### config.mk
export PLATFORM = sky130hd
export DESIGN_NAME = pss_receiver_top
export DESIGN_NICKNAME = d
export VERILOG_FILES = /design/src/source/pss_types_pkg.sv /design/src/source/pss_sequence_pkg.sv /design/src/source/pss_receiver_top.sv /design/src/source/pss_peak_detector.sv /design/src/source/pss_correlator.sv /design/src/source/pss_sample_window.sv
export VERILOG_INCLUDE_DIRS = /design/src /design/src/source
export SDC_FILE = /design/constraint.sdc
export NUM_CORES = 2
export LEC_CHECK = 0
export ABC_AREA = 1
export BUFFER_PORTS_ARGS = -buffer_cell sky130_fd_sc_hd__buf_2
export CAP_MARGIN = 20
export CORE_MARGIN = 4
export CORE_UTILIZATION = 59
export DETAILED_ROUTE_END_ITERATION = 10
export PLACE_DENSITY = 0.75
export REMOVE_ABC_BUFFERS = 1
export SETUP_SLACK_MARGIN = 0.4
export SLEW_MARGIN = 0
export SYNTH_ARGS = -nofsm -noshare
export SYNTH_HDL_FRONTEND = slang
export SYNTH_SLANG_ARGS = --single-unit
### constraint.sdc
create_clock -name clk_i -period 12.2 [get_ports clk_i]
set_input_delay 1.22 -clock clk_i [delete_from_list [all_inputs] [get_ports clk_i]]
set_output_delay 1.22 -clock clk_i [all_outputs]
set_load 0.02 [all_outputs]
### src/source/pss_config.svh
`ifndef PSS_CONFIG_SVH
`define PSS_CONFIG_SVH

// --------------------------------------------------
// sync sequence and sample format
// --------------------------------------------------

// chips per sequence, also the window depth
`define PSS_LEN 16

// signed width of I and of Q
`define SAMPLE_DW 8

// one local sequence per N_id_2
`define NUM_SEQ 3

// --------------------------------------------------
// detector
// --------------------------------------------------

// valid samples ignored after a detection
`define HOLDOFF_SAMPLES 16

// |re| + |im| of two full-scale sums
`define METRIC_DW 13

`endif
### src/source/pss_types_pkg.sv
`default_nettype none

`include "pss_config.svh"

package pss_types_pkg;

    // one complex baseband sample
    typedef struct packed {
        logic signed [`SAMPLE_DW-1:0] i;
        logic signed [`SAMPLE_DW-1:0] q;
    } sample_t;

    // element 0 is the newest sample
    typedef sample_t [`PSS_LEN-1:0] window_t;

    // signed correlation sum over the window
    localparam int SUM_DW = `SAMPLE_DW + $clog2(`PSS_LEN);
    typedef logic signed [SUM_DW-1:0] corr_sum_t;

    typedef logic [`METRIC_DW-1:0] metric_t;

    // index of a local sequence, also N_id_2
    typedef logic [1:0] seq_idx_t;

    typedef enum logic {
        SEARCH,
        HOLD
    } det_state_t;

endpackage

`default_nettype wire

### src/source/pss_sequence_pkg.sv
`default_nettype none

`include "pss_config.svh"

package pss_sequence_pkg;

    import pss_types_pkg::*;

    // bit j set means +1 at sample age j, clear means -1
    typedef logic [`PSS_LEN-1:0] chips_t;

    // --------------------------------------------------
    // first chips of the NR PSS m-sequence
    // --------------------------------------------------
    // x(i+7) = x(i+4) ^ x(i), seed 1110110, d = 1 - 2x
    // entries are shifted by 0, 5 and 10 chips
    localparam chips_t PSS_CHIPS [`NUM_SEQ] = '{
        16'h6309,
        16'h2B18,
        16'h9958
    };

    function automatic chips_t pss_chips(seq_idx_t idx);
        chips_t chips;
        chips = PSS_CHIPS[0];
        // out of range index falls back to sequence 0
        if (int'(idx) < `NUM_SEQ) begin
            chips = PSS_CHIPS[idx];
        end
        return chips;
    endfunction

endpackage

`default_nettype wire

### src/source/pss_receiver_top.sv
`default_nettype none

`include "pss_config.svh"

module pss_receiver_top
    import pss_types_pkg::*;
(
    input  wire       clk_i,
    input  wire       reset_ni,

    input  wire       sample_t sample_i,
    input  wire       sample_valid_i,
    input  wire       metric_t threshold_i,

    output logic      detect_o,
    output seq_idx_t  n_id_2_o,
    output metric_t   peak_metric_o
);

    window_t                  window;
    logic                     window_valid;
    metric_t [`NUM_SEQ-1:0]   metrics;
    logic    [`NUM_SEQ-1:0]   metric_valid;

    // --------------------------------------------------
    // shared sample window
    // --------------------------------------------------
    pss_sample_window i_pss_sample_window (
        .clk_i          (clk_i),
        .reset_ni       (reset_ni),
        .sample_i       (sample_i),
        .sample_valid_i (sample_valid_i),
        .window_o       (window),
        .window_valid_o (window_valid)
    );

    // one correlator per N_id_2
    for (genvar g = 0; g < `NUM_SEQ; g++) begin : g_corr
        pss_correlator #(
            .SEQ_IDX (g)
        ) i_pss_correlator (
            .clk_i          (clk_i),
            .reset_ni       (reset_ni),
            .window_i       (window),
            .window_valid_i (window_valid),
            .metric_o       (metrics[g]),
            .metric_valid_o (metric_valid[g])
        );
    end

    // --------------------------------------------------
    // peak detector
    // --------------------------------------------------
    // all correlators share one latency
    pss_peak_detector i_pss_peak_detector (
        .clk_i           (clk_i),
        .reset_ni        (reset_ni),
        .metrics_i       (metrics),
        .metrics_valid_i (metric_valid[0]),
        .threshold_i     (threshold_i),
        .detect_o        (detect_o),
        .n_id_2_o        (n_id_2_o),
        .peak_metric_o   (peak_metric_o)
    );

endmodule

`default_nettype wire

### src/source/pss_peak_detector.sv
`default_nettype none

`include "pss_config.svh"

module pss_peak_detector
    import pss_types_pkg::*;
(
    input  wire       clk_i,
    input  wire       reset_ni,

    input  wire       metric_t [`NUM_SEQ-1:0] metrics_i,
    input  wire       metrics_valid_i,
    input  wire       metric_t threshold_i,

    output logic      detect_o,
    output seq_idx_t  n_id_2_o,
    output metric_t   peak_metric_o
);

    localparam int CNT_DW = $clog2(`HOLDOFF_SAMPLES);

    det_state_t         state_q;
    logic [CNT_DW-1:0]  hold_cnt_q;
    seq_idx_t           best_idx;
    metric_t            best_metric;
    logic               above;

    // --------------------------------------------------
    // strongest correlator, ties to the lowest index
    // --------------------------------------------------
    always_comb begin
        best_idx    = '0;
        best_metric = metrics_i[0];
        for (int i = 1; i < `NUM_SEQ; i++) begin
            if (metrics_i[i] > best_metric) begin
                best_idx    = seq_idx_t'(i);
                best_metric = metrics_i[i];
            end
        end
    end

    // strictly greater
    assign above = best_metric > threshold_i;

    // --------------------------------------------------
    // search / holdoff FSM
    // --------------------------------------------------
    always_ff @(posedge clk_i) begin
        if (!reset_ni) begin
            state_q       <= SEARCH;
            hold_cnt_q    <= '0;
            detect_o      <= 1'b0;
            n_id_2_o      <= '0;
            peak_metric_o <= '0;
        end else begin
            detect_o <= 1'b0;
            case (state_q)
                SEARCH: begin
                    if (metrics_valid_i && above) begin
                        detect_o      <= 1'b1;
                        n_id_2_o      <= best_idx;
                        peak_metric_o <= best_metric;
                        hold_cnt_q    <= '0;
                        state_q       <= HOLD;
                    end
                end
                HOLD: begin
                    // count valid metrics only, gaps do not shorten the holdoff
                    if (metrics_valid_i) begin
                        if (hold_cnt_q == CNT_DW'(`HOLDOFF_SAMPLES - 1)) begin
                            state_q <= SEARCH;
                        end else begin
                            hold_cnt_q <= hold_cnt_q + 1'b1;
                        end
                    end
                end
                default: begin
                    state_q <= SEARCH;
                end
            endcase
        end
    end

endmodule

`default_nettype wire

### src/source/pss_correlator.sv
`default_nettype none

`include "pss_config.svh"

module pss_correlator
    import pss_types_pkg::*, pss_sequence_pkg::*;
#(
    parameter int SEQ_IDX = 0
)
(
    input  wire      clk_i,
    input  wire      reset_ni,

    input  wire      window_t window_i,
    input  wire      window_valid_i,

    output metric_t  metric_o,
    output logic     metric_valid_o
);

    localparam chips_t CHIPS = pss_chips(seq_idx_t'(SEQ_IDX));

    corr_sum_t re_sum;
    corr_sum_t im_sum;
    corr_sum_t re_q;
    corr_sum_t im_q;
    logic      sum_valid_q;

    // widen before negating so that the most negative sum survives
    function automatic metric_t abs_sum(corr_sum_t value);
        logic signed [`METRIC_DW-1:0] ext;
        ext = value;
        return metric_t'(ext[`METRIC_DW-1] ? -ext : ext);
    endfunction

    // --------------------------------------------------
    // stage 1: signed sums against the chips
    // --------------------------------------------------
    always_comb begin
        re_sum = '0;
        im_sum = '0;
        for (int j = 0; j < `PSS_LEN; j++) begin
            if (CHIPS[j]) begin
                re_sum = re_sum + window_i[j].i;
                im_sum = im_sum + window_i[j].q;
            end else begin
                re_sum = re_sum - window_i[j].i;
                im_sum = im_sum - window_i[j].q;
            end
        end
    end

    always_ff @(posedge clk_i) begin
        re_q <= re_sum;
        im_q <= im_sum;
    end

    // --------------------------------------------------
    // stage 2: |re| + |im|
    // --------------------------------------------------
    always_ff @(posedge clk_i) begin
        metric_o <= abs_sum(re_q) + abs_sum(im_q);
    end

    // valids travel with the data
    always_ff @(posedge clk_i) begin
        if (!reset_ni) begin
            sum_valid_q    <= 1'b0;
            metric_valid_o <= 1'b0;
        end else begin
            sum_valid_q    <= window_valid_i;
            metric_valid_o <= sum_valid_q;
        end
    end

endmodule

`default_nettype wire

### src/source/pss_sample_window.sv
`default_nettype none

`include "pss_config.svh"

module pss_sample_window
    import pss_types_pkg::*;
(
    input  wire      clk_i,
    input  wire      reset_ni,

    input  wire      sample_t sample_i,
    input  wire      sample_valid_i,

    output window_t  window_o,
    output logic     window_valid_o
);

    // --------------------------------------------------
    // shift register, newest sample at position 0
    // --------------------------------------------------
    always_ff @(posedge clk_i) begin
        if (!reset_ni) begin
            window_o <= '0;
        end else if (sample_valid_i) begin
            window_o <= {window_o[`PSS_LEN-2:0], sample_i};
        end
    end

    // one strobe per accepted sample
    always_ff @(posedge clk_i) begin
        if (!reset_ni) begin
            window_valid_o <= 1'b0;
        end else begin
            window_valid_o <= sample_valid_i;
        end
    end

endmodule

`default_nettype wire

# Yosys cells after proc, flatten, opt, wreduce, memory -nomap -nowiden
# Cells that the tools add are included.
dict set report word_totals {
  word_cells 172
  ff_bits 391
  input_bits 32
  out_inout_bits 16
}
dict set report classes {
  order_cmp 3
  muxes 18
  bitwise 2
  n_reduce_logical 4
  eq_ne 4
  add_sub_neg 92
}
# operator n
set ops {}
lappend ops {{$sub 12x8->12} 41}
lappend ops {{$add 12x8->12} 32}
lappend ops {{$mux 13} 8}
lappend ops {{$neg 12->13} 6}
lappend ops {{$sub 9x8->10} 4}
lappend ops {{$add 13x13->13} 3}
lappend ops {{$gt 13x13->1} 3}
lappend ops {{$sub 1x8->9 const A} 2}
lappend ops {{$sub 8x8->9} 2}
lappend ops {{$mux 4} 3}
lappend ops {{$sub 10x8->11} 1}
lappend ops {{$pmux 4 s2} 1}
lappend ops {{$add 4x1->4 const B} 1}
lappend ops {{$eq 4x4->1 const B} 1}
lappend ops {{$mux 1} 4}
lappend ops {{$ne 2x2->1 const B} 2}
lappend ops {{$reduce_and 3->1} 1}
lappend ops {{$mux 2} 1}
lappend ops {{$ne 2x1->1 const B} 1}
lappend ops {{$not 1->1} 2}
lappend ops {{$pmux 1 s2} 1}
lappend ops {{$reduce_and 2->1} 1}
lappend ops {{$reduce_or 2->1} 1}
lappend ops {{$logic_and 1x1->1} 1}

# Longest topological paths before layout
dict set report depth {
  ltp_word 16
  depth_mapped 37
  mapped_depth_nobuf 35
}

# Hierarchy
# A second synthesis with hierarchy kept.
dict set report unflattened {
  cells_unflattened 5369
  hier_area_um2 42363.1
}
# mod cells_per_inst n_inst area_each_um2 seq_area_each_um2
set by_module_without_submodules {}
lappend by_module_without_submodules {pss_sample_window 1625 1 10701.5 5144.9}
lappend by_module_without_submodules {{pss_correlator at g_corr[0].i_pss_correlator} 1212 1 10025.9 780.7}
lappend by_module_without_submodules {{pss_correlator at g_corr[2].i_pss_correlator} 1099 1 9608.0 780.7}
lappend by_module_without_submodules {{pss_correlator at g_corr[1].i_pss_correlator} 1071 1 9539.1 780.7}
lappend by_module_without_submodules {pss_peak_detector 362 1 2488.6 420.4}

# Worst setup path after synthesis
# OpenSTA, ideal clock, no wires.
dict set report synth_timing {
  kind {register to register}
  from {register i_pss_sample_window.window_o[9] (netlist bit)}
  to {register g_corr[2].i_pss_correlator.re_q[11]}
  required_ps 12088
  slack_ps 5984
  period_less_slack_ps 6216
  path_buffers 0
  stages_incl_launch_ff 33
  setup_ps 112
  arrival_time_ps 6103
  path_cell_list {dfxtp_1 ha_1 inv_1 ha_1 inv_1 fa_1 o21ai_0 a21oi_1 o21bai_1 xor2_1 fa_1 ha_1 nand2_1 inv_1 nand2_1 nand3_1 nand2_1 nand2_1 a21oi_1 xor2_1 fa_1 fa_1 inv_1 fa_1 inv_1 ha_1 inv_1 nor3_1 nand3_1 nand3_1 inv_1 nand2_1 nand2_1}
}
dict set report synth_between {
  elab_chain_len 16
}
# item line
set synth_rtl {}
lappend synth_rtl {{from (decl)} pss_sample_window.sv:14} ;# output window_t window_o,
lappend synth_rtl {{from (signal assigned)} pss_sample_window.sv:25} ;# window_o <= {window_o[`PSS_LEN-2:0], sample_i};
lappend synth_rtl {{$sub 1x8->9} --}
lappend synth_rtl {{$sub 9x8->10} pss_correlator.sv:47} ;# re_sum = re_sum - window_i[j].i;
lappend synth_rtl {{$sub 10x8->11} pss_correlator.sv:47}
lappend synth_rtl {{$add 12x8->12 (2 in a row)} pss_correlator.sv:44} ;# re_sum = re_sum + window_i[j].i;
lappend synth_rtl {{$sub 12x8->12} pss_correlator.sv:47}
lappend synth_rtl {{$add 12x8->12} pss_correlator.sv:44}
lappend synth_rtl {{$sub 12x8->12} pss_correlator.sv:47}
lappend synth_rtl {{$add 12x8->12} pss_correlator.sv:44}
lappend synth_rtl {{$sub 12x8->12 (2 in a row)} pss_correlator.sv:47}
lappend synth_rtl {{$add 12x8->12 (2 in a row)} pss_correlator.sv:44}
lappend synth_rtl {{$sub 12x8->12 (2 in a row)} pss_correlator.sv:47}
lappend synth_rtl {{$add 12x8->12} pss_correlator.sv:44}
lappend synth_rtl {{net g_corr[2].i_pss_correlator.re_sum[11]} pss_correlator.sv:23} ;# corr_sum_t re_sum;
lappend synth_rtl {{to (signal assigned)} pss_correlator.sv:54} ;# re_q <= re_sum;
lappend synth_rtl {{to (decl)} pss_correlator.sv:25} ;# corr_sum_t re_q;
# The timed path passes the listed nets, and every way through them passes these cells.
# A chain may end at the register's enable or synchronous reset.

# Worst setup path in the final report
dict set report layout_timing {
  from {register i_pss_sample_window.window_o[1] (netlist bit)}
  to {register g_corr[2].i_pss_correlator.im_q[11]}
}
dict set report layout_between {
  elab_chain_len 16
}
# item line
set layout_rtl {}
lappend layout_rtl {{$sub 1x8->9} pss_correlator.sv:48} ;# im_sum = im_sum - window_i[j].q;
lappend layout_rtl {{$sub 9x8->10} pss_correlator.sv:48}
lappend layout_rtl {{$sub 12x8->12} pss_correlator.sv:48}
lappend layout_rtl {{$add 12x8->12 (2 in a row)} pss_correlator.sv:45} ;# im_sum = im_sum + window_i[j].q;
lappend layout_rtl {{$sub 12x8->12} pss_correlator.sv:48}
lappend layout_rtl {{$add 12x8->12} pss_correlator.sv:45}
lappend layout_rtl {{$sub 12x8->12} pss_correlator.sv:48}
lappend layout_rtl {{$add 12x8->12} pss_correlator.sv:45}
lappend layout_rtl {{$sub 12x8->12 (2 in a row)} pss_correlator.sv:48}
lappend layout_rtl {{$add 12x8->12 (2 in a row)} pss_correlator.sv:45}
lappend layout_rtl {{$sub 12x8->12 (2 in a row)} pss_correlator.sv:48}
lappend layout_rtl {{$add 12x8->12} pss_correlator.sv:45}
lappend layout_rtl {{net g_corr[2].i_pss_correlator.im_sum[11]} pss_correlator.sv:24} ;# corr_sum_t im_sum;
lappend layout_rtl {{to (signal assigned)} pss_correlator.sv:55} ;# im_q <= im_sum;
lappend layout_rtl {{to (decl)} pss_correlator.sv:26} ;# corr_sum_t im_q;
# The timed path passes the listed nets, and every way through them passes these cells.

==> results by group <==
Placed design
  – Buffers on Ports: 47
  – GPL Wtd Cong: 0.890
  – DP Area: 0.0372 sq mm
  – Setup WS pre-CTS: 5.42 ns
  – Post-DP HPWL: 64700 microns

Hold path
  – Class of the worst hold path: reg -> reg
  – Hold path start: g_corr[0].i_pss_correlator.sum_valid_q
  – WHS Endpoint: g_corr[0].i_pss_correlator.metric_valid_o
  – WHS Path Cells: 2

STA
  – Setup TNS: 0 ns
  – Fmax: 145 MHz
  – Fin. Hold Viols: 0
  – Final setup viols: 0
  – Headroom to the max-slew limit: 31.8%
  – Tightest Pin Transition: 1.02 ns
  – Pins Over Slew Limit: 0
  – Crit path time final: 6.88 ns
  – Final critical-path share of the clock period: 56.4%
  – Clk_skew: 0.0309 ns
  – Setup WS post-layout: 5.32 ns
  – Minimum hold slack: 0.414 ns
  – Unrepaired setup endpoints after global routing: no

Floorplanning
  – Die X: 256 microns
  – Die height: 256 microns
  – Die footprint: 0.0657 sq mm
  – Core Region: 0.0607 sq mm
  – FP Rows: 90
  – Initial core utilization: 59.9%
  – Io pins: 48

Cells and area
  – Layout area overhead: 6.78%
  – Layout cells sized above 1: 4.37%
  – Most frequent cells in the layout: inv_1, fa_1, dfxtp_1
  – Post-layout nets: 4992
  – Number of diodes: 0
  – Final Cell Area: 0.0388 sq mm
  – Commonest non-fill, non-tap cell in the layout: inv_1
  – Filler Cell Count: 4924

Critical path
  – R2r endpoint: g_corr[2].i_pss_correlator.im_q[11]
  – Reg2reg start: i_pss_sample_window.window_o[1]
  – CP Class: reg -> reg
  – Required time worst endpoint: 12.67 ns
  – Reg2Reg Depth: 29
  – Slowest cell on the critical path: fa_1
  – R2R Setup Slk: 5.32 ns
  – Worst Path Arrival: 7.35 ns
  – Max stage delay on crit path: 0.54 ns
  – Critical Path End Type: flip-flop
  – Max FO, Critical Path: 7
  – Startpoint type of the worst setup path: flip-flop

Route
  – Wirelength per Cell: 16.1 microns
  – Initial detailed-routing violation count: 1942
  – Vias: 25800
  – Routed WL: 79500 microns
  – Remaining antenna violation count: 0
  – Iteration count of the initial detailed-routing pass: 5
  – # DRC: 0
  – Detailed-route vias per instance: 5.23

GRT
  – Gr ovfl total: 0
  – Vias in the first global route: 26400
  – Total GRT Usage: 24.9%
  – Initial antenna violation count: 0
  – First-pass GRT wire length: 134000 microns
  – Largest net degree at the start of global routing: 131

Clocking
  – CTS tree: yes
  – # hold bufs at CTS: 0
  – TritonCTS buffer count: 48
  – CTS root buf: clkbuf_16
  – Worst skew pair latency: 0.61 ns
  – H-tree depth: 2
  – Clock tree buffer depth: 3
  – # clock sinks: 391
  – Post-CTS resize count: 0
  – Worst-path clk slew: 0.06 ns
  – Setup bufs post-CTS: 0

Synthesis
  – FFs w/ async S/R, synth: 0%
  – Mean post-synth cell area: 8.86 sq um
  – Area of the mapped netlist: 0.0364 sq mm
  – Library cells used by synthesis: 52
  – Synth Warn #: 0
  – Post-synth EDFFs: 0
  – Post-synthesis sequential area ratio: 21.5%
  – Top FF cell, synth: dfxtp_1
  – FF+latch count, synth: 391
  – Synth Instances: 4104

Flow run
  – Max-cap viol count: 0

Status
  – Status: complete, no violations
==> worst max path at each step <==
stage	startpoint	to
floorplan	i_pss_sample_window.window_o[9]	g_corr[2].i_pss_correlator.re_q[11]
global placement	i_pss_sample_window.window_o[9]	g_corr[2].i_pss_correlator.re_q[11]
detailed placement	i_pss_sample_window.window_o[1]	g_corr[2].i_pss_correlator.im_q[11]
CTS	i_pss_sample_window.window_o[1]	g_corr[2].i_pss_correlator.im_q[11]
global route	i_pss_sample_window.window_o[1]	g_corr[2].i_pss_correlator.im_q[11]
finish	i_pss_sample_window.window_o[1]	g_corr[2].i_pss_correlator.im_q[11]
==> sequential cells by signal (all words and copies together) (netlist names) <==
signal / count
g_corr.i_pss_correlator.im_q: 36
i_pss_peak_detector.hold_cnt_q: 4
g_corr.i_pss_correlator.metric_valid_o: 1
g_corr.i_pss_correlator.sum_valid_q: 1
i_pss_peak_detector.n_id_2_o: 2
g_corr.i_pss_correlator.re_q: 36
i_pss_sample_window.window_valid_o: 1
i_pss_peak_detector.state_q: 1
g_corr.i_pss_correlator.metric_o: 39
i_pss_sample_window.window_o: 256
i_pss_peak_detector.peak_metric_o: 13
i_pss_peak_detector.detect_o: 1
==> area by class of cell <==
type / count / area (sq um) / area share [%]
Tap cell: 782 / 978 / 2.52
Timing Repair Buffer: 53 / 297 / 0.764
Clock inverter: 15 / 214 / 0.551
Inverter: 951 / 3570 / 9.20
Multi-Input combinational cell: 2664 / 24500 / 63.2
Sequential cell: 391 / 7830 / 20.2
Clock buffer: 70 / 1410 / 3.64
==> through the flow <==
stage               cells  utilization, %
floorplan            4006               -
global placement     4841            61.3
detailed placement   4841            61.3
CTS                  4926            64.0
global route         4926            64.0
finish               4926            64.0
==> worst max-delay path, delay by kind of cell, from the launching register on <==
family / cells / cell delay, ns
fa+ha+maj: 9 / 3.57
xor+xnor: 2 / 0.60
compound gates: 2 / 0.45
buf+inv: 5 / 0.33
flops: 1 / 0.47
simple gates: 11 / 1.33
==> per-layer routing <==
layer	part of all wire, %	global-route usage (%)
met1	47	36.5
met2	46	39.9
met3	5.1	3.42
met4	2.2	5.53
met5	0	0
==> synth_stat cells (3+ instances only) <==
master	count	area [sq um]
o21ai_0	323	1620
a31oi_1	8	50.1
buf_2	26	130
buf_1	8	30.0
nand3b_1	3	22.5
nor4_1	6	37.5
or2_2	12	75.1
buf_6	3	33.8
nand3_1	143	716
nand3_2	10	100
clkbuf_1	59	221
ha_1	246	3080
inv_2	3	11.3
nand2_1	386	1450
inv_1	948	3560
xor2_1	119	1040
nor2_1	288	1080
and2_1	23	144
nand2_2	4	25.0
dfxtp_1	391	7830
a21oi_1	316	1580
nor3_1	24	120
nand2_4	13	146
a211oi_1	4	30.0
xnor2_1	67	587
o211ai_1	7	52.6
a21o_1	6	45.0
o21a_1	4	30.0
o21bai_1	9	67.6
fa_1	605	12100
nand4_1	16	100
==> cell families after synthesis <==
group	share of synthesized area [%]
buf+inv	11.0
simple gates	11.4
fa+ha+maj	41.8
compound gates	9.84
flops	21.5
xor+xnor	4.48
Power is not shown: default switching activity piles up to over one toggle a cycle in this logic, so the estimate is an artifact.
